[src/design/icache_pkg.sv]
package icache_pkg;

  // Bus and word widths
  localparam int ADDR_W   = 32;
  localparam int INST_W   = 32;
  localparam int BEAT_W   = 64;

  // Line geometry
  localparam int LINE_W   = 128;
  localparam int OFFSET_W = 4;   // 16 bytes per line
  localparam int BEATS    = 4;

  // Associativity
  localparam int WAYS     = 8;
  localparam int WAY_W    = 3;

  // Tag field sized for the single-set case
  // Shorter tags are zero-extended into it
  localparam int TAG_FIELD_W = ADDR_W - OFFSET_W;

  typedef logic [LINE_W-1:0] line_t;

  typedef struct packed {
    logic                   valid;
    logic [TAG_FIELD_W-1:0] tag;
  } tag_entry_t;

  // Index width for a given set count and never below one bit
  function automatic int clog2_sets(input int sets);
    return (sets > 1) ? $clog2(sets) : 1;
  endfunction

endpackage

[src/design/icache_lookup.sv]
module icache_lookup import icache_pkg::*; #(
  parameter int NUM_SETS = 16
) (
  input  logic                              clock_i,
  input  logic                              reset_i,
  input  logic                              req_valid_i,
  output logic                              req_ready_o,
  input  logic [ADDR_W-1:0]                 req_pc_i,
  output logic [clog2_sets(NUM_SETS)-1:0]   rindex_o,
  input  tag_entry_t [WAYS-1:0]             tags_i,
  input  line_t [WAYS-1:0]                  lines_i,
  output logic                              lk_valid_o,
  input  logic                              lk_ready_i,
  output logic [ADDR_W-1:0]                 lk_pc_o,
  output logic                              lk_hit_o,
  output line_t                             lk_line_o,
  output logic [WAYS-1:0]                   lk_valid_mask_o,
  input  logic                              wen_i,
  input  logic [clog2_sets(NUM_SETS)-1:0]   windex_i
);

  localparam int IDX_W = clog2_sets(NUM_SETS);

  logic              full_q;    // Slot holds a request
  logic              rd_ok_q;   // Array output belongs to the held set and is current
  logic [ADDR_W-1:0] pc_q;
  logic              accept;
  logic              take;
  logic [TAG_FIELD_W-1:0] req_tag;
  logic [WAYS-1:0]   hit_vec;

  assign take        = lk_valid_o && lk_ready_i;
  assign req_ready_o = !full_q || take;
  assign accept      = req_valid_i && req_ready_o;

  // Incoming request gets the read port and the held one re-reads otherwise
  assign rindex_o = accept ? req_pc_i[OFFSET_W +: IDX_W] : pc_q[OFFSET_W +: IDX_W];

  always_ff @(posedge clock_i) begin
    if (reset_i) begin
      full_q  <= 1'b0;
      rd_ok_q <= 1'b0;
    end else begin
      if (accept) begin
        full_q <= 1'b1;
      end else if (take) begin
        full_q <= 1'b0;
      end
      rd_ok_q <= !(wen_i && (windex_i == rindex_o)); // Stale read is replayed next cycle
    end
  end

  always_ff @(posedge clock_i) begin
    if (accept) begin
      pc_q <= req_pc_i;
    end
  end

  //--------------------------------------------------------------------
  // Tag compare and way select
  //--------------------------------------------------------------------
  assign req_tag = TAG_FIELD_W'(pc_q[ADDR_W-1:OFFSET_W+IDX_W]);

  always_comb begin
    lk_line_o = '0;
    for (int w = 0; w < WAYS; w++) begin
      hit_vec[w]         = tags_i[w].valid && (tags_i[w].tag == req_tag);
      lk_valid_mask_o[w] = tags_i[w].valid;
      if (hit_vec[w]) begin
        lk_line_o = lk_line_o | lines_i[w];  // At most one way hits
      end
    end
  end

  assign lk_valid_o = full_q && rd_ok_q;
  assign lk_pc_o    = pc_q;
  assign lk_hit_o   = |hit_vec;

endmodule

[config.mk]
export PLATFORM = sky130hd
export DESIGN_NAME = icache_lookup
export DESIGN_NICKNAME = d
export VERILOG_FILES = /design/src/design/icache_pkg.sv /design/src/design/icache_lookup.sv
export SDC_FILE = /design/constraint.sdc
export NUM_CORES = 1
export LEC_CHECK = 0
export ABC_CLOCK_PERIOD_IN_PS = 2600
export BUFFER_PORTS_ARGS = -buffer_cell sky130_fd_sc_hd__buf_2
export CAP_MARGIN = 30
export CORE_AREA = 2 2 580 582
export CTS_CLUSTER_SIZE = 14
export DETAILED_ROUTE_END_ITERATION = 16
export DIE_AREA = 0 0 582 584
export PLACE_DENSITY_LB_ADDON = 0.3
export SYNTH_ARGS = -nofsm -noshare
export SYNTH_HDL_FRONTEND = slang
export SYNTH_SLANG_ARGS = --single-unit
[constraint.sdc]
create_clock -name clock_i -period 2.6 [get_ports clock_i]
set_input_delay 0.39 -clock clock_i [delete_from_list [all_inputs] [get_ports clock_i]]
set_output_delay 0.39 -clock clock_i [all_outputs]
set_load 0.01 [all_outputs]
==> metrics.log <==
[metrics] status: finished with violations
[metrics] violated checks: setup timing
[metrics] wire length of the first global-routing pass: 350800 um
[metrics] via-per-instance ratio: 3.063
[metrics] aggregate global-route resource usage: 17.01%
[metrics] master cell of the clock root buffer: clkbuf_16
[metrics] GPL Wtd Cong: 0.9194
[metrics] Met3 Routed Length: 31650 um
[metrics] post-synthesis area per instance: 7.433 um^2
[metrics] footprint of the flip-flops and latches: 1001 um^2
[metrics] sequential area share after synthesis: 9.451%
[metrics] count of maximum capacitance violations: 0
[metrics] accumulated negative setup slack: -159.07 ns
[metrics] FMAX: 251.0 MHz
[metrics] worst slew pin tran: 0.8993 ns
[metrics] count of state elements after synthesis: 34
[metrics] Slowest cell on crit path: a2111oi_4
[metrics] Std-Cell Core Area: 332900 um^2
[metrics] final setup violation count: 129
[metrics] number of instances in the synthesized netlist: 1425
[metrics] drt total wl: 304900 um
[metrics] number of distinct library cell variants in the gate-level netlist after synthesis: 31
[metrics] Post-Place Worst Slack: -1.950 ns
[metrics] clock latency at the later pin of the worst-skew pair: 0.32 ns
[metrics] Clock Sink Count: 34
[metrics] clock tree skew after final layout: 0.008989 ns
[metrics] final instance count without filler cells: 7755
[metrics] Synthesized Nets: 2722
[metrics] area of the die: 339900 um^2
[metrics] num rows: 212
[metrics] Top cell by count, worst path: buf_12
[metrics] count of buffers from port buffering: 1471
[metrics] combinational family with the most area after synthesis: simple AND/OR/NAND/NOR gates
[metrics] Post-DP HPWL: 276600 um
[metrics] unrepaired setup endpoints after global routing: yes
[metrics] pin count of the biggest net entering global routing: 39
[metrics] antenna violation net count after detailed routing: 0
[metrics] worst path cell trace: buf_12, buf_6, xnor2_1, nand4_1, nor4_4, buf_6, buf_12, buf_16, buf_12, buf_12, a2111oi_4, nand3_1, buf_2
[metrics] post-synthesis share of cell area spent on and, or, nand and nor gates: 34.21%
[metrics] Post-Route M1 WL: 113000 um
[metrics] launch instance of the worst min-delay path: req_pc_i[22]
[metrics] Initial Util: 3.182%
[metrics] fill cell instance count of the final layout: 39028
[metrics] WS Path Type: reg -> out
[metrics] detailed-router iteration count before antenna repair: 5
[metrics] LEAKAGE: 15.22 nW
[metrics] depth of the most critical reg-to-reg path: 6
[metrics] clock-pin transition on the worst setup and hold timing paths: 0.08 ns
[metrics] Worst setup SP type: flip-flop
[metrics] die boundary height: 584 um
[metrics] required time of the critical path: 2.21 ns
[metrics] reg2reg setup slack: 0.87 ns
[metrics] beginning of the worst register-to-register path: rd_ok_q$_SDFF_PP0_
[metrics] largest driver fanout on the critical path: 8
[metrics] P per Cell Area: 119.0 nW/um^2
[metrics] depth of the worst hold-timing path: 1
[metrics] clock buffer count from CTS: 5
[metrics] post-synth design cell area: 10590 um^2
[metrics] CTS tree: built
[metrics] number of pins exceeding their max-slew limit in the final report: 0
[metrics] post-route cell area: 32640 um^2
[metrics] remaining routing DRC violations: 0
[metrics] dpl cells: 7495
[metrics] # nets final: 4537
[metrics] Post-Synth Adder-Cell Area: 0%
[metrics] Ports: 1472
[metrics] share of synthesized area spent on multiplexers: 0.5198%
[metrics] compound-cell area share of the yosys netlist: 30.62%
[metrics] share of cells above drive strength 1: 71.86%
[metrics] highest metal layer with signal wires: met5
[metrics] data arrival time at the worst-slack endpoint: 3.59 ns
[metrics] Final Worst Setup Slack: -1.384 ns
[metrics] post-layout minimum cycle time: 3.984 ns
[metrics] headroom to the max-slew limit: 40.04%
[metrics] placement-stage cell area: 27640 um^2
[metrics] first-iteration detailed-routing DRC count: 1332
[metrics] maximum level of the CTS H-tree: 2
[metrics] largest incremental delay on the critical path: 0.79 ns
[metrics] number of antenna violations at the first check in global routing: 449
[metrics] overall overflow remaining after global route: 0
[metrics] final clock period utilization by the worst path: 153.2%
[metrics] Crit. End Element: output pin
[metrics] average wire length per cell after detail routing: 39.32 um
[metrics] met2 wire len: 142300 um
[metrics] count of vias placed by the detailed router: 23750
[metrics] worst-case vdd ir drop: 0.3401 mV
[metrics] Critical Path Start: lk_pc_o[21]$_DFFE_PP_
[metrics] count of warnings emitted by yosys: 0
[metrics] area used by multi-input combinational logic: 10830 um^2
[metrics] Min-Delay Path Class: in -> reg
[metrics] number of endpoints with negative hold slack in the final report: 0
[metrics] xor and xnor area share after synthesis: 16.13%
[metrics] Area growth, synth to finish: 208.2%
[metrics] number of global-route vias before repair: 22885
[metrics] die outline width: 582 um
[metrics] number of buffers on the longest clock path: 2
-- cells in the final DEF (no fill, tap or decap), drive strengths merged, types with 35 or more instances in the layout --
master,synthesis,routed
buf,89,1997
nand3,136,136
a32oi,128,128
diode,0,127
a2111oi,129,129
xor2,84,84
xnor2,111,111
nor4,35,35
and3,384,384
a22oi,128,128
-- report_power, final --
group | leakage [nW] | switching [mW] | total, mW | internal (mW)
logic | 14.8 | 1.25 | 2.42 | 1.17
clock network | 0.0768 | 0.339 | 0.794 | 0.455
registers | 0.324 | 0.0265 | 0.667 | 0.640
total | 15.2 | 1.62 | 3.88 | 2.26
-- metal layers --
layer,up-vias,GRT usage (%)
li1,9622,-
met1,11113,18.72
met2,1904,29.34
met3,897,6.908
met4,214,5.986
met5,-,0.01401
-- repair_timing --
item / CTS / global route
endpoints found under the setup margin: 129 / 129
pin swaps: 56 / 192
cloned: 13 / 10
hold buffers: 0 / 0
setup buffers: 60 / 62
gates resized for setup: 332 / 297
-- metrics by stage --
stage / hold WS, ns / power [mW] / util, %
CTS: 0.2141 / 3.860 / 9.116
finish: 0.2243 / 3.883 / 9.806
detailed placement: 0.5403 / 2.959 / 8.302
global route: 0.2211 / 4.010 / 9.763
floorplan: 0.4624 / 1.113 / -
global placement: 0.5358 / 2.968 / 8.284
-- registers in the layout, summed over array words and instances, names as in the netlist --
| name | flops |
|---|---|
| rd_ok_q | 1 |
| lk_pc_o | 32 |
| full_q | 1 |
-- critical path: cells and delay by family (launching register included) --
kind | cells | cell delay (ns)
buffers and inverters | 8 | 1.20
AOI/OAI and AO/OA | 1 | 0.79
and+or+nand+nor | 3 | 0.71
DFF | 1 | 0.41
xor gates and xnor gates | 1 | 0.12
-- cell usage after synthesis --
cell type,number,share of area (%)
inv_1,1,0.035
edfxtp_1,32,9.1
nor4_2,6,0.71
nor2_1,1,0.035
a41oi_1,1,0.083
clkbuf_1,110,3.9
buf_2,57,2.7
nor4_4,1,0.20
a32oi_1,128,11
nand2_1,9,0.32
and2_1,1,0.059
nand4_1,29,1.7
mux2i_1,1,0.095
buf_6,3,0.32
nand3_1,136,6.4
a2111oi_1,10,0.95
xor2_1,84,6.9
nor3_2,1,0.095
xnor2_1,111,9.2
nand2b_1,1,0.059
clkbuf_4,1,0.071
a21oi_1,2,0.095
nor3_1,4,0.19
a22oi_1,128,9.1
dfxtp_1,2,0.38
and3_1,384,23
buf_4,29,2.1
a2111oi_0,119,9.8
nand3b_1,1,0.071
mux2_2,4,0.43
nor4_1,28,1.7
-- kinds of logic after synthesis --
| logic type | count (synthesis) |
|---|---|
| xor+xnor | 195 |
| mux | 5 |
| buf+inv | 201 |
| flops | 34 |
| compound gates | 388 |
| simple gates | 602 |
-- final cells by class --
type	count	area share [%]
Tap cell	4387	16.81
Clock inverter	3	0.1380
Antenna cell	127	0.9736
Sequential cell	34	3.066
Timing Repair Buffer	2008	45.42
Multi-Input combinational cell	1190	33.19
Clock buffer	5	0.3833
Inverter	1	0.01150
-- worst paths after layout --
| check | endpoint |
|---|---|
| setup reg to reg | rd_ok_q$_SDFF_PP0_ |
| setup / recovery | lk_line_o[83] |
| hold reg to reg | full_q$_SDFFE_PP0P_ |
| hold / removal | lk_pc_o[22]$_DFFE_PP_ |
(Power assumes the default switching activity.)
