File: src/design/icache_pkg.sv
package icache_pkg;

  // Bus and word widths
  localparam int ADDR_W   = 32;
  localparam int INST_W   = 32;
  localparam int BEAT_W   = 64;

  // Line geometry
  localparam int LINE_W   = 128;
  localparam int OFFSET_W = 4;   // 16 bytes per line
  localparam int BEATS    = 4;

  // Associativity
  localparam int WAYS     = 8;
  localparam int WAY_W    = 3;

  // Tag field sized for the single-set case
  // Shorter tags are zero-extended into it
  localparam int TAG_FIELD_W = ADDR_W - OFFSET_W;

  typedef logic [LINE_W-1:0] line_t;

  typedef struct packed {
    logic                   valid;
    logic [TAG_FIELD_W-1:0] tag;
  } tag_entry_t;

  // Index width for a given set count and never below one bit
  function automatic int clog2_sets(input int sets);
    return (sets > 1) ? $clog2(sets) : 1;
  endfunction

endpackage

File: src/design/icache_refill_ctrl.sv
module icache_refill_ctrl import icache_pkg::*; #(
  parameter int NUM_SETS = 16
) (
  input  logic                              clock_i,
  input  logic                              reset_i,

  input  logic                              lk_valid_i,
  output logic                              lk_ready_o,
  input  logic [ADDR_W-1:0]                 lk_pc_i,
  input  logic                              lk_hit_i,
  input  line_t                             lk_line_i,
  input  logic [WAYS-1:0]                   lk_valid_mask_i,

  output logic                              rsp_valid_o,
  input  logic                              rsp_ready_i,
  output logic [ADDR_W-1:0]                 rsp_pc_o,
  output logic [INST_W-1:0]                 rsp_inst_o,

  output logic                              wen_o,
  output logic [clog2_sets(NUM_SETS)-1:0]   windex_o,
  output logic [WAY_W-1:0]                  wway_o,
  output tag_entry_t                        wtag_o,
  output line_t                             wline_o,

  // AR channel
  output logic                              axi_arvalid_o,
  input  logic                              axi_arready_i,
  output logic [ADDR_W-1:0]                 axi_araddr_o,
  output logic [3:0]                        axi_arid_o,
  output logic [7:0]                        axi_arlen_o,
  output logic [2:0]                        axi_arsize_o,
  output logic [1:0]                        axi_arburst_o,

  // R channel
  input  logic                              axi_rvalid_i,
  output logic                              axi_rready_o,
  input  logic [BEAT_W-1:0]                 axi_rdata_i,
  input  logic [1:0]                        axi_rresp_i,  // Not checked
  input  logic                              axi_rlast_i,
  input  logic [3:0]                        axi_rid_i     // Not checked
);

  localparam int IDX_W = clog2_sets(NUM_SETS);
  localparam int CNT_W = $clog2(BEATS);

  typedef enum logic [2:0] {
    IDLE, WAIT_ARREADY, WAIT_RVALID, WAIT_READY, READ_END
  } state_t;

  state_t            state_q, state_d;
  logic [ADDR_W-1:0] pc_q;
  line_t             line_q;
  logic [WAYS-1:0]   vmask_q;
  logic [CNT_W-1:0]  beat_q;
  logic [7:0]        lfsr_q;
  logic [WAY_W-1:0]  victim;
  logic              accept;
  logic              ar_hs;
  logic              r_hs;

  assign accept = lk_valid_i && lk_ready_o;
  assign ar_hs  = axi_arvalid_o && axi_arready_i;
  assign r_hs   = axi_rvalid_i && axi_rready_o;

  //--------------------------------------------------------------------
  // FSM
  //--------------------------------------------------------------------
  always_ff @(posedge clock_i) begin
    if (reset_i) begin
      state_q <= IDLE;
    end else begin
      state_q <= state_d;
    end
  end

  always_comb begin
    state_d = state_q;
    case (state_q)
      IDLE:         if (lk_valid_i) state_d = lk_hit_i ? WAIT_READY : WAIT_ARREADY;
      WAIT_ARREADY: if (axi_arready_i) state_d = WAIT_RVALID;
      WAIT_RVALID:  if (r_hs && axi_rlast_i) state_d = READ_END;
      WAIT_READY,
      READ_END:     if (rsp_ready_i) state_d = IDLE;
      default:      state_d = IDLE;
    endcase
  end

  // Request capture followed by beats in line order
  always_ff @(posedge clock_i) begin
    if (accept) begin
      pc_q    <= lk_pc_i;
      line_q  <= lk_line_i;
      vmask_q <= lk_valid_mask_i;
    end else if (r_hs) begin
      // 32-bit beats sit on the lane picked by address bit 2
      line_q[beat_q*INST_W +: INST_W] <= beat_q[0] ? axi_rdata_i[BEAT_W-1:INST_W]
                                                   : axi_rdata_i[INST_W-1:0];
    end
  end

  always_ff @(posedge clock_i) begin
    if (reset_i) begin
      beat_q <= '0;
      lfsr_q <= 8'h01;
    end else begin
      if (r_hs) begin
        beat_q <= axi_rlast_i ? '0 : beat_q + 1'b1;
      end
      if (ar_hs) begin
        lfsr_q <= {lfsr_q[6:0], lfsr_q[7] ^ lfsr_q[5] ^ lfsr_q[4] ^ lfsr_q[3]};
      end
    end
  end

  //--------------------------------------------------------------------
  // Victim choice takes the lowest invalid way first
  //--------------------------------------------------------------------
  always_comb begin
    victim = lfsr_q[WAY_W-1:0];
    for (int w = WAYS - 1; w >= 0; w--) begin
      if (!vmask_q[w]) begin
        victim = WAY_W'(w);
      end
    end
  end

  // Outputs
  assign lk_ready_o  = (state_q == IDLE);
  assign rsp_valid_o = (state_q == WAIT_READY) || (state_q == READ_END);
  assign rsp_pc_o    = pc_q;
  assign rsp_inst_o  = (pc_q[1:0] != 2'b00) ? '0
                     : line_q[pc_q[OFFSET_W-1:2]*INST_W +: INST_W];

  assign wen_o      = (state_q == READ_END) && rsp_ready_i;  // Write as the response leaves
  assign windex_o   = pc_q[OFFSET_W +: IDX_W];
  assign wway_o     = victim;
  assign wtag_o     = '{valid: 1'b1, tag: TAG_FIELD_W'(pc_q[ADDR_W-1:OFFSET_W+IDX_W])};
  assign wline_o    = line_q;

  assign axi_arvalid_o = (state_q == WAIT_ARREADY);
  assign axi_araddr_o  = {pc_q[ADDR_W-1:OFFSET_W], {OFFSET_W{1'b0}}};  // Line aligned
  assign axi_arid_o    = 4'd0;
  assign axi_arlen_o   = 8'(BEATS - 1);
  assign axi_arsize_o  = 3'b010;   // 4 bytes per beat
  assign axi_arburst_o = 2'b01;    // INCR
  assign axi_rready_o  = (state_q == WAIT_RVALID);

endmodule

File: config.mk
export PLATFORM = sky130hd
export DESIGN_NAME = icache_refill_ctrl
export DESIGN_NICKNAME = d
export VERILOG_FILES = /design/src/design/icache_pkg.sv /design/src/design/icache_refill_ctrl.sv
export SDC_FILE = /design/constraint.sdc
export NUM_CORES = 1
export LEC_CHECK = 0
export BUFFER_PORTS_ARGS = -buffer_cell sky130_fd_sc_hd__buf_2
export CAP_MARGIN = 20
export CORE_AREA = 10 10 197 199
export DETAILED_ROUTE_END_ITERATION = 10
export DIE_AREA = 0 0 207 209
export PLACE_DENSITY_LB_ADDON = 0.2
export SLEW_MARGIN = 10
export SYNTH_ARGS = -nofsm -noshare
export SYNTH_HDL_FRONTEND = slang
export SYNTH_SLANG_ARGS = --single-unit
File: constraint.sdc
create_clock -name clock_i -period 3.2 [get_ports clock_i]
set_input_delay 0.8 -clock clock_i [delete_from_list [all_inputs] [get_ports clock_i]]
set_output_delay 0.8 -clock clock_i [all_outputs]
set_load 0.01 [all_outputs]
==> results of run 1 <==
## metal layers
metal / track usage, % / share of wire, % / vias to the layer above
met1: 20.4 / 39 / 3605
met2: 30.0 / 53 / 302
met3: 4.68 / 6.5 / 30
met5: 0 / 0.087 / -
met4: 4.46 / 1.3 / 6
li1: - / - / 3287
## placed cells by master, fill, tap and decap left out, drive strengths merged, types with 3 or more instances in the layout
cell    instances
a21oi           5
xnor2           3
nor2           15
buf           512
edfxtp        168
inv             9
mux2i           9
bufinv          4
ha              5
clkbuf         17
nand2          73
a22o           32
a31oi           4
a32o           64
mux4           32
clkinv          7
diode           4
a21o            5
nor2b          35
o21ai          34
conb           26
dfxtp          13
## state kept, by name, indices dropped and copies added, names as in the netlist
register / count
rsp_pc_o: 32
lfsr_q: 8
beat_q: 2
state_q: 3
vmask_q: 8
wline_o: 128
## worst max-delay path by stage
stage / start / to / slack, ns / depth (start not counted)
after global placement: lk_valid_i / wline_o[37] / 0.34 / 5
after floorplan: lk_valid_i / wline_o[32] / 0.19 / 5
after CTS: rsp_pc_o[2] / rsp_inst_o[31] / 0.25 / 4
final: rsp_pc_o[2] / rsp_inst_o[6] / 0.33 / 4
after detailed placement: lk_valid_i / wline_o[17] / 0.38 / 5
after global routing: rsp_pc_o[2] / rsp_inst_o[6] / 0.22 / 4
## power by group
group | leakage, nW | internal (mW) | total (mW) | switching, mW
Sequential | 1.73 | 3.62 | 4.08 | 0.454
Combinational | 3.25 | 1.63 | 3.93 | 2.30
Clock | 0.299 | 1.30 | 2.26 | 0.963
## critical path: cells and delay by family (launching register included)
family | cells | cell delay [ns]
muxes | 1 | 0.57
buffers and inverters | 2 | 0.50
DFF | 1 | 0.37
and+or+nand+nor | 1 | 0.15
## kinds of logic (layout without fill, tap and decap cells)
logic type / after synthesis / count (layout)
DFF: 181 / 181
AOI/OAI and AO/OA: 147 / 147
and+or+nand+nor: 141 / 141
buffers and inverters: 140 / 549
muxes: 41 / 41
adders and majority gates: 5 / 5
xor gates and xnor gates: 3 / 3
other: 2 / 30
## cell type report
type	count	area (µm²)	share of cell area (%)
Antenna cell	4	10.0	0.0820
Clock buffer	17	425	3.48
Clock inverter	14	183	1.50
Inverter	6	22.5	0.184
Multi-Input combinational cell	363	2940	24.1
Sequential cell	181	5310	43.5
Tap cell	461	577	4.72
Timing Repair Buffer	512	2740	22.5
==> metrics.md, run 1 <==
| Metric | Value |
|---|---|
| Max_slew headroom | `roughly a third` |
| Placed Instances | `1523` |
| Critical R2R Launch | `state_q[2]` |
| CTS Buffer Depth | `2` |
| Vias per cell | `4.64` |
| Share of layout cells above drive strength 1 | `around 53%` |
| Crit-path cells | `buf_12 -> mux4_2 -> nor2b_1 -> buf_2` |
| Top post-synthesis cells by area | `edfxtp_1 56%, mux4_2 8.0%, a32o_1 7.1%, buf_4 6.9%, a22o_1 3.1%` |
| Most frequent cell after synthesis | `edfxtp_1` |
| CTS tree | `done` |
| Worst setup SP type | `register` |
| Leakage power | `around 5.3 nW` |
| Seq cells post-synth | `~180` |
| GRT overflow | `0` |
| CTS clock-pin slew for the worst setup and hold paths | `roughly 0.07 ns` |
| Number of global-route vias before repair | `between 7000 and 8000` |
| Worst-Skew Late Latency | `between 0.4 and 0.5 ns` |
| Rows | `69` |
| Synth Area in Adders | `less than 1%` |
| WL per Instance | `~25 µm` |
| Crit path kind | `register to output port` |
| Required @ worst endpoint | `around 2.4 ns` |
| Post-synthesis simple-gate area fraction | `7.76%` |
| Clk_skew | `slightly below 0.01 ns` |
| First-pass GRT wire length | `between 50000 and 60000 µm` |
| Syn Area/Cell | `13.6 µm²` |
| Asr flop ratio synth | `0%` |
| GRT Overall Usage | `between 15 and 20%` |
| Hpwl dp | `between 20000 and 30000 µm` |
| Dpl cell area | `0.0116 mm²` |
| CP arrival | `2.07 ns` |
| Power per Cell Area | `~840 mW/mm²` |
| Cells after Synth | `660` |
| Post-CTS Resized | `0` |
| Hold Crit Start | `lfsr_q[6]` |
| YS warnings | `0` |
| Quantity of I/O buffers inserted on ports | `between 400 and 500` |
| Fill count | `around 3600` |
| Hold Path Class | `register to register` |
| Utilization after layout | `a little over a third` |
| Die Area | `0.0433 mm²` |
| Post-CTS Setup Repair Bufs | `0` |
| EDFF count, synth | `168` |
| Main combinational cell family by area after synthesis | `compound AO/OA/AOI/OAI gates` |
| CTS Buf Count | `17` |
| WL final | `approximately 39000 µm` |
| Final Max Slew Viols | `0` |
| Die width | `207 µm` |
| Period utilization | `89.7%` |
| # DRC | `0` |
| Worst hold slack | `0.501 ns` |
| Tot Pwr | `10.3 mW` |
| DRT Pass-1 Iters | `5` |
| Seq/Total Area, Yosys | `around three fifths` |
| Worst r2r path cells | `4` |
| Total clock sinks | `roughly 180` |
| Post-synthesis mux area share | `a little under a tenth` |
| Fin area | `between 0.01 and 0.015 mm²` |
| Final setup TNS | `0 ns` |
| Core area | `about 0.035 mm²` |
| Fin. Hold Viols | `0` |
| Initial Util | `25.7%` |
| Htree depth | `4` |
| Fmax | `about 350 MHz` |
| Gpl congestion | `approximately 0.8` |
| Fin cells | `1558` |
| Peak supply drop | `between 0.3 and 0.4 mV` |
| Synth unique cells | `40` |
| Max FO, Critical Path | `33` |
| Area Overhead vs Synth | `35.8%` |
| Synth Flop Type | `edfxtp_1` |
| Reg2reg end | `wline_o[17]` |
| Largest net degree at the start of global routing | `137` |
| Root Buffer | `clkbuf_16` |
| Synth area leader | `edfxtp_1` |
| CP endpoint kind | `output port` |
| Final setup margin | `approximately 0.33 ns` |
| # IOs | `528` |
| Post-synth top cells | `168 x edfxtp_1, 83 x buf_4, 73 x nand2_1, 64 x a32o_1, 35 x nor2b_1` |
| Worst slack at placement | `0.382 ns` |
| Max_cap viols | `0` |
| R2R setup slack | `~0.84 ns` |
| Hold Path Sink | `lfsr_q[7]` |
| DRT antenna net count | `0` |
| Status | `completed` |
| Hold path depth | `2` |
| Minimum clock period | `about 2.9 ns` |
| Initial drt markers | `roughly 510` |
| CTS Hold Bufs | `0` |
| Nets | `roughly 1300` |
| Fraction of synthesized cell area in xor and xnor cells | `less than 1%` |
| Synth Area in Compound Gates | `a little over an eighth` |
| Post-synth design cell area | `approximately 0.0090 mm²` |
| Unrepaired setup endpoints after global routing | `no` |
| Die H | `~210 µm` |
| CP max stage cell | `mux4_2` |
| DR vias | `~7200` |
| Initial antenna violation count | `8` |
| Share of the synthesized area in the top cell type | `~56%` |
| Slew @ Worst Pin | `between 1 and 1.5 ns` |
| Slowest cell delay on critical path | `0.57 ns` |
| Finish-stage setup viols | `0` |
(Power assumes the default switching activity.)
==> run 2: changes to the inputs <==
Settings changed: CORE_AREA 10 10 197 199 to 2 2 207 209, CTS_BUF_LIST set to sky130_fd_sc_hd__clkbuf_4 sky130_fd_sc_hd__clkbuf_8, DIE_AREA 0 0 207 209 to 0 0 209 211, PLACE_DENSITY set to 0.54, PLACE_DENSITY_LB_ADDON 0.2 to unset.
==> run 2 against run 1 <==
Clock power shrank 18%. Critical endpoint is now rsp_inst_o[21]. Sequential power is essentially flat. Largest power group unchanged. Count of clock-buffer cells in the layout is the same. Setup slack lost 0.13 ns. Power shrank 4.9%. Sequential share of layout area grew 0.30 points.
==> metrics.md, run 2 (synthesis results as in run 1) <==
| Metric | Value |
|---|---|
| Worst slack at placement | `around 0.51 ns` |
| Fill count | `between 4000 and 5000` |
| GRT overflow | `0` |
| FF+latch area | `0.00531 mm²` |
| WL final | `~35000 µm` |
| Tot Pwr | `between 9 and 10 mW` |
| Initial Util | `21.5%` |
| Most common cell after layout, fill and taps aside | `buf_2` |
| Max FO, Critical Path | `18` |
| Initial antenna violation count | `1` |
| Proportion of power drawn by flip-flops and latches | `around two fifths` |
| CP max stage cell | `mux4_2` |
| Combinational power share | `between 30% and 40%` |
| Die width | `roughly 210 µm` |
| Final setup margin | `roughly 0.2 ns` |
| Minimum clock period | `~3.0 ns` |
| Crit-path cells | `buf_4 -> mux4_2 -> nor2b_1 -> buf_2` |
| # DRC | `0` |
| Peak supply drop | `a little under 0.4 mV` |
| Gpl congestion | `0.809` |
| Worst-Skew Late Latency | `~0.52 ns` |
| Rows | `75` |
| Core area | `0.0418 mm²` |
| Final setup TNS | `0 ns` |
| Dpl cell area | `roughly 0.012 mm²` |
| Fmax | `roughly 330 MHz` |
| Htree depth | `4` |
| GRT Overall Usage | `around 15%` |
| Worst setup SP type | `register` |
| Hpwl dp | `~26000 µm` |
| R2R setup slack | `0.79 ns` |
| DR vias | `~7400` |
| Crit path kind | `register to output port` |
| Required @ worst endpoint | `roughly 2.4 ns` |
| Root Buffer | `clkbuf_8` |
| Unrepaired setup endpoints after global routing | `no` |
| Initial drt markers | `577` |
| Status | `completed` |
| Vias per cell | `between 4 and 5` |
| Power per Cell Area | `around 810 mW/mm²` |
| Clk_skew | `around 0.019 ns` |
| Quantity of I/O buffers inserted on ports | `slightly below 500` |
| Max_cap viols | `0` |
| Fin. Hold Viols | `0` |
| Slew @ Worst Pin | `around 0.86 ns` |
| Most frequent cells in the layout | `495 x buf_2, 168 x edfxtp_1, 73 x nand2_1` |
| Max_slew headroom | `42.7%` |
| Die H | `around 210 µm` |
| Slowest cell delay on critical path | `roughly 0.54 ns` |
| CP endpoint kind | `output port` |
| Period utilization | `around 94%` |
| DRT antenna net count | `0` |
| Hold Path Class | `input port to register` |
| # IOs | `528` |
| Number of global-route vias before repair | `7189` |
| CTS Buf Count | `17` |
| Fin area | `0.0121 mm²` |
| First-pass GRT wire length | `48400 µm` |
| Max reg flops | `around 130` |
| Area Overhead vs Synth | `34.8%` |
| Die Area | `roughly 0.044 mm²` |
| Post-CTS Setup Repair Bufs | `0` |
| WL per Instance | `around 21 µm` |
| Post-CTS Resized | `0` |
| Nets | `about 1300` |
| CTS tree | `done` |
| CP arrival | `approximately 2.2 ns` |
| CTS clock-pin slew for the worst setup and hold paths | `0.10 ns` |
| DRT Pass-1 Iters | `5` |
| Finish-stage setup viols | `0` |
| CTS Hold Bufs | `0` |
| Total clock sinks | `181` |
| CTS Buffer Depth | `2` |
| Final Max Slew Viols | `0` |
| Multi-input logic area | `approximately 0.003 mm²` |
| Clk network pwr share | `a little under a fifth` |
| Largest net degree at the start of global routing | `around 110` |
| Sw Share | `roughly 37%` |
| Leakage power | `5.23 nW` |
| Cell internal pwr | `6.13 mW` |
| P_sw | `3.64 mW` |
| Share of layout cells above drive strength 1 | `about 54%` |
[run 2: cell types whose count changed in the layout (fill, tap and decap cells not counted)]
cell | before | now
inv_6 | 2 | 3
bufinv_16 | 4 | 5
clkbuf_16 | 17 | 0
clkinvlp_4 | 0 | 2
buf_12 | 11 | 3
diode_2 | 4 | 1
clkbuf_8 | 0 | 17
buf_4 | 6 | 24
clkinv_1 | 4 | 1
[run 2: power groups by stage]
| stage | Clock, mW | Sequential [mW] | Combinational, mW |
|---|---|---|---|
| global route | 2.00 | 4.17 | 4.11 |
| detailed placement | 0 | 4.15 | 3.88 |
| finish | 1.85 | 4.10 | 3.82 |
| floorplan | 0 | 4.30 | 1.97 |
| global placement | 0 | 4.13 | 3.87 |
| CTS | 1.93 | 4.10 | 3.89 |
[run 2: metal layers]
layer	global-route usage [%]	share of wire [%]	vias to the layer above
li1	-	-	3306
met1	19.5	43	3736
met2	25.3	49	333
met3	3.58	6.2	29
met4	5.57	1.7	0
met5	0	0	-
[run 2: final cells by class]
class                           instances  area share (%)
Timing Repair Buffer                  522            22.4
Clock inverter                         15            1.86
Inverter                                6           0.186
Antenna cell                            1          0.0206
Sequential cell                       181            43.8
Tap cell                              539            5.56
Clock buffer                           17            1.93
Multi-Input combinational cell        363            24.3
[run 2: final timing paths]
kind                                  start        endpoint  cells past startpoint
worst max register to register    beat_q[1]      wline_o[0]                      7
worst max-delay path            rsp_pc_o[2]  rsp_inst_o[21]                      4
worst min register to register    lfsr_q[6]       lfsr_q[7]                      2
worst min-delay path            lk_pc_i[20]    rsp_pc_o[20]                      1
[run 2: metrics by stage]
stage | util [%] | hold WS, ns | cells
after detailed placement | 27.9 | 0.486 | 1611
after global placement | 27.9 | 0.473 | 1611
after global routing | 29.0 | 0.397 | 1644
after floorplan | - | 0.458 | 684
after CTS | 29.0 | 0.383 | 1643
final | 29.0 | 0.453 | 1644
[run 2: critical path: cells and delay by family, from the launching register on]
kind	cells	cell delay (ns)
muxes	1	0.54
buffers and inverters	2	0.57
and+or+nand+nor	1	0.18
DFF	1	0.36
==> run 3: changes to the inputs <==
Settings changed: PLACE_DENSITY 0.54 to unset.
==> run 3 against run 2 <==
Sequential share of layout area is 0.25 points higher. Worst hold slack worse by 0.0030 ns. Combinational power hardly changed. Power is 2.8% lower. Fmax is 3.3% higher.
==> metrics.md, run 3 (synthesis results as in run 1) <==
| Metric | Value |
|---|---|
| Share of layout cells above drive strength 1 | `53.9%` |
| Largest net degree at the start of global routing | `89` |
| CP endpoint kind | `output port` |
| Peak supply drop | `about 0.35 mV` |
| Vias per cell | `about 4.6` |
| WP buf/inv | `2` |
| Hold Path Class | `input port to register` |
| Area Overhead vs Synth | `34.1%` |
| Root Buffer | `clkbuf_8` |
| Status | `completed` |
| DRT antenna net count | `0` |
| Leakage power | `5.18 nW` |
| Die Area | `between 0.04 and 0.05 mm²` |
| Final setup TNS | `0 ns` |
| CTS clock-pin slew for the worst setup and hold paths | `0.12 ns` |
| Most common cell after layout, fill and taps aside | `buf_2` |
| CP max stage cell | `mux4_2` |
| Initial drt markers | `roughly 600` |
| Hpwl dp | `between 20000 and 30000 µm` |
| Htree depth | `4` |
| Worst setup SP type | `register` |
| Gpl congestion | `about 0.85` |
| Required @ worst endpoint | `2.40 ns` |
| Max FO, Critical Path | `33` |
| Worst hold slack | `0.450 ns` |
| Period utilization | `about nine tenths` |
| Most frequent cells in the layout | `495 x buf_2, 168 x edfxtp_1, 73 x nand2_1` |
| CP arrival | `2.11 ns` |
| Top Family by Delay on Critical Path | `multiplexers` |
| Clk_skew | `between 0.02 and 0.025 ns` |
| CTS Hold Bufs | `0` |
| DR vias | `approximately 7500` |
| CTS tree | `done` |
| WL per Instance | `21.3 µm` |
| # DRC | `0` |
| Power per Cell Area | `787 mW/mm²` |
| Initial antenna violation count | `2` |
| Core area | `0.0418 mm²` |
| GRT overflow | `0` |
| First-pass GRT wire length | `48000 µm` |
| Die width | `approximately 210 µm` |
| Fill count | `roughly 4300` |
| Unrepaired setup endpoints after global routing | `no` |
| Worst-Skew Late Latency | `roughly 0.52 ns` |
| Post-CTS Resized | `0` |
| Slew @ Worst Pin | `about 1.1 ns` |
| Quantity of I/O buffers inserted on ports | `495` |
| Max_slew headroom | `between 20% and 30%` |
| Slowest cell delay on critical path | `approximately 0.54 ns` |
| Number of global-route vias before repair | `between 7000 and 8000` |
| Utilization after layout | `a little under 30%` |
| WL final | `approximately 35000 µm` |
| CTS Buf Count | `17` |
| Nets | `1336` |
| Rows | `75` |
| Final Max Slew Viols | `0` |
| Die H | `211 µm` |
| GRT Overall Usage | `around 15%` |
| # IOs | `528` |
| Fin. Hold Viols | `0` |
| Crit path kind | `register to output port` |
| Crit-path cells | `buf_12 -> mux4_2 -> nor2b_1 -> buf_2` |
| DRT Pass-1 Iters | `7` |
| Max reg flops | `between 100 and 150` |
| CTS Buffer Depth | `2` |
| Total clock sinks | `between 150 and 200` |
| Max_cap viols | `0` |
| Finish-stage setup viols | `0` |
| Fmax | `between 300 and 400 MHz` |
| Minimum clock period | `2.91 ns` |
| Post-CTS Setup Repair Bufs | `0` |
| Initial Util | `between 20% and 30%` |
run 3: cell count changes in the layout (fill, tap and decap cells not counted):
cell,delta
clkinvlp_4,-1
buf_12,+4
clkinv_2,-2
inv_8,+5
clkinv_1,-1
clkinv_8,+1
clkinv_4,+2
bufinv_16,-5
inv_6,+1
buf_4,-10
run 3: routing by layer:
metal	GRT usage, %	vias up	part of all wire (%)
li1	-	3293	-
met1	19.5	3710	42
met3	3.69	51	7.3
met5	0	-	0.037
met4	7.00	2	3.2
met2	24.1	411	48
run 3: through the flow:
stage | instances | area (µm²) | power [mW] | setup slack (ns)
floorplan | 684 | 9090 | 6.27 | 0.187
global placement | 1605 | 11700 | 7.98 | 0.246
detailed placement | 1605 | 11700 | 8.02 | 0.270
CTS | 1637 | 12100 | 9.63 | 0.189
global route | 1638 | 12100 | 10.0 | 0.158
finish | 1638 | 12100 | 9.49 | 0.294
run 3: report_power, final:
group	switching, mW	internal (mW)
Clock	0.994	0.586
Combinational	2.23	1.59
Sequential	0.477	3.62
Total	3.70	5.79
run 3: cell type report:
cell class,count,area [µm²],area share (%)
inverters,6,22.5,0.187
well taps,539,674,5.59
clock inverters,15,153,1.27
clock buffers,17,234,1.94
diodes,1,2.50,0.0208
repair buffers,516,2720,22.6
flip-flops and latches,181,5310,44.0
multi-input cells,363,2940,24.4
run 3: worst paths after layout:
path,start,end,slack [ns],depth (start not counted)
hold / removal,lk_pc_i[16],rsp_pc_o[16],0.45,1
hold reg to reg,beat_q[1],beat_q[1],0.52,2
setup / recovery,rsp_pc_o[2],rsp_inst_o[22],0.29,4
setup reg to reg,beat_q[1],wline_o[70],0.58,6
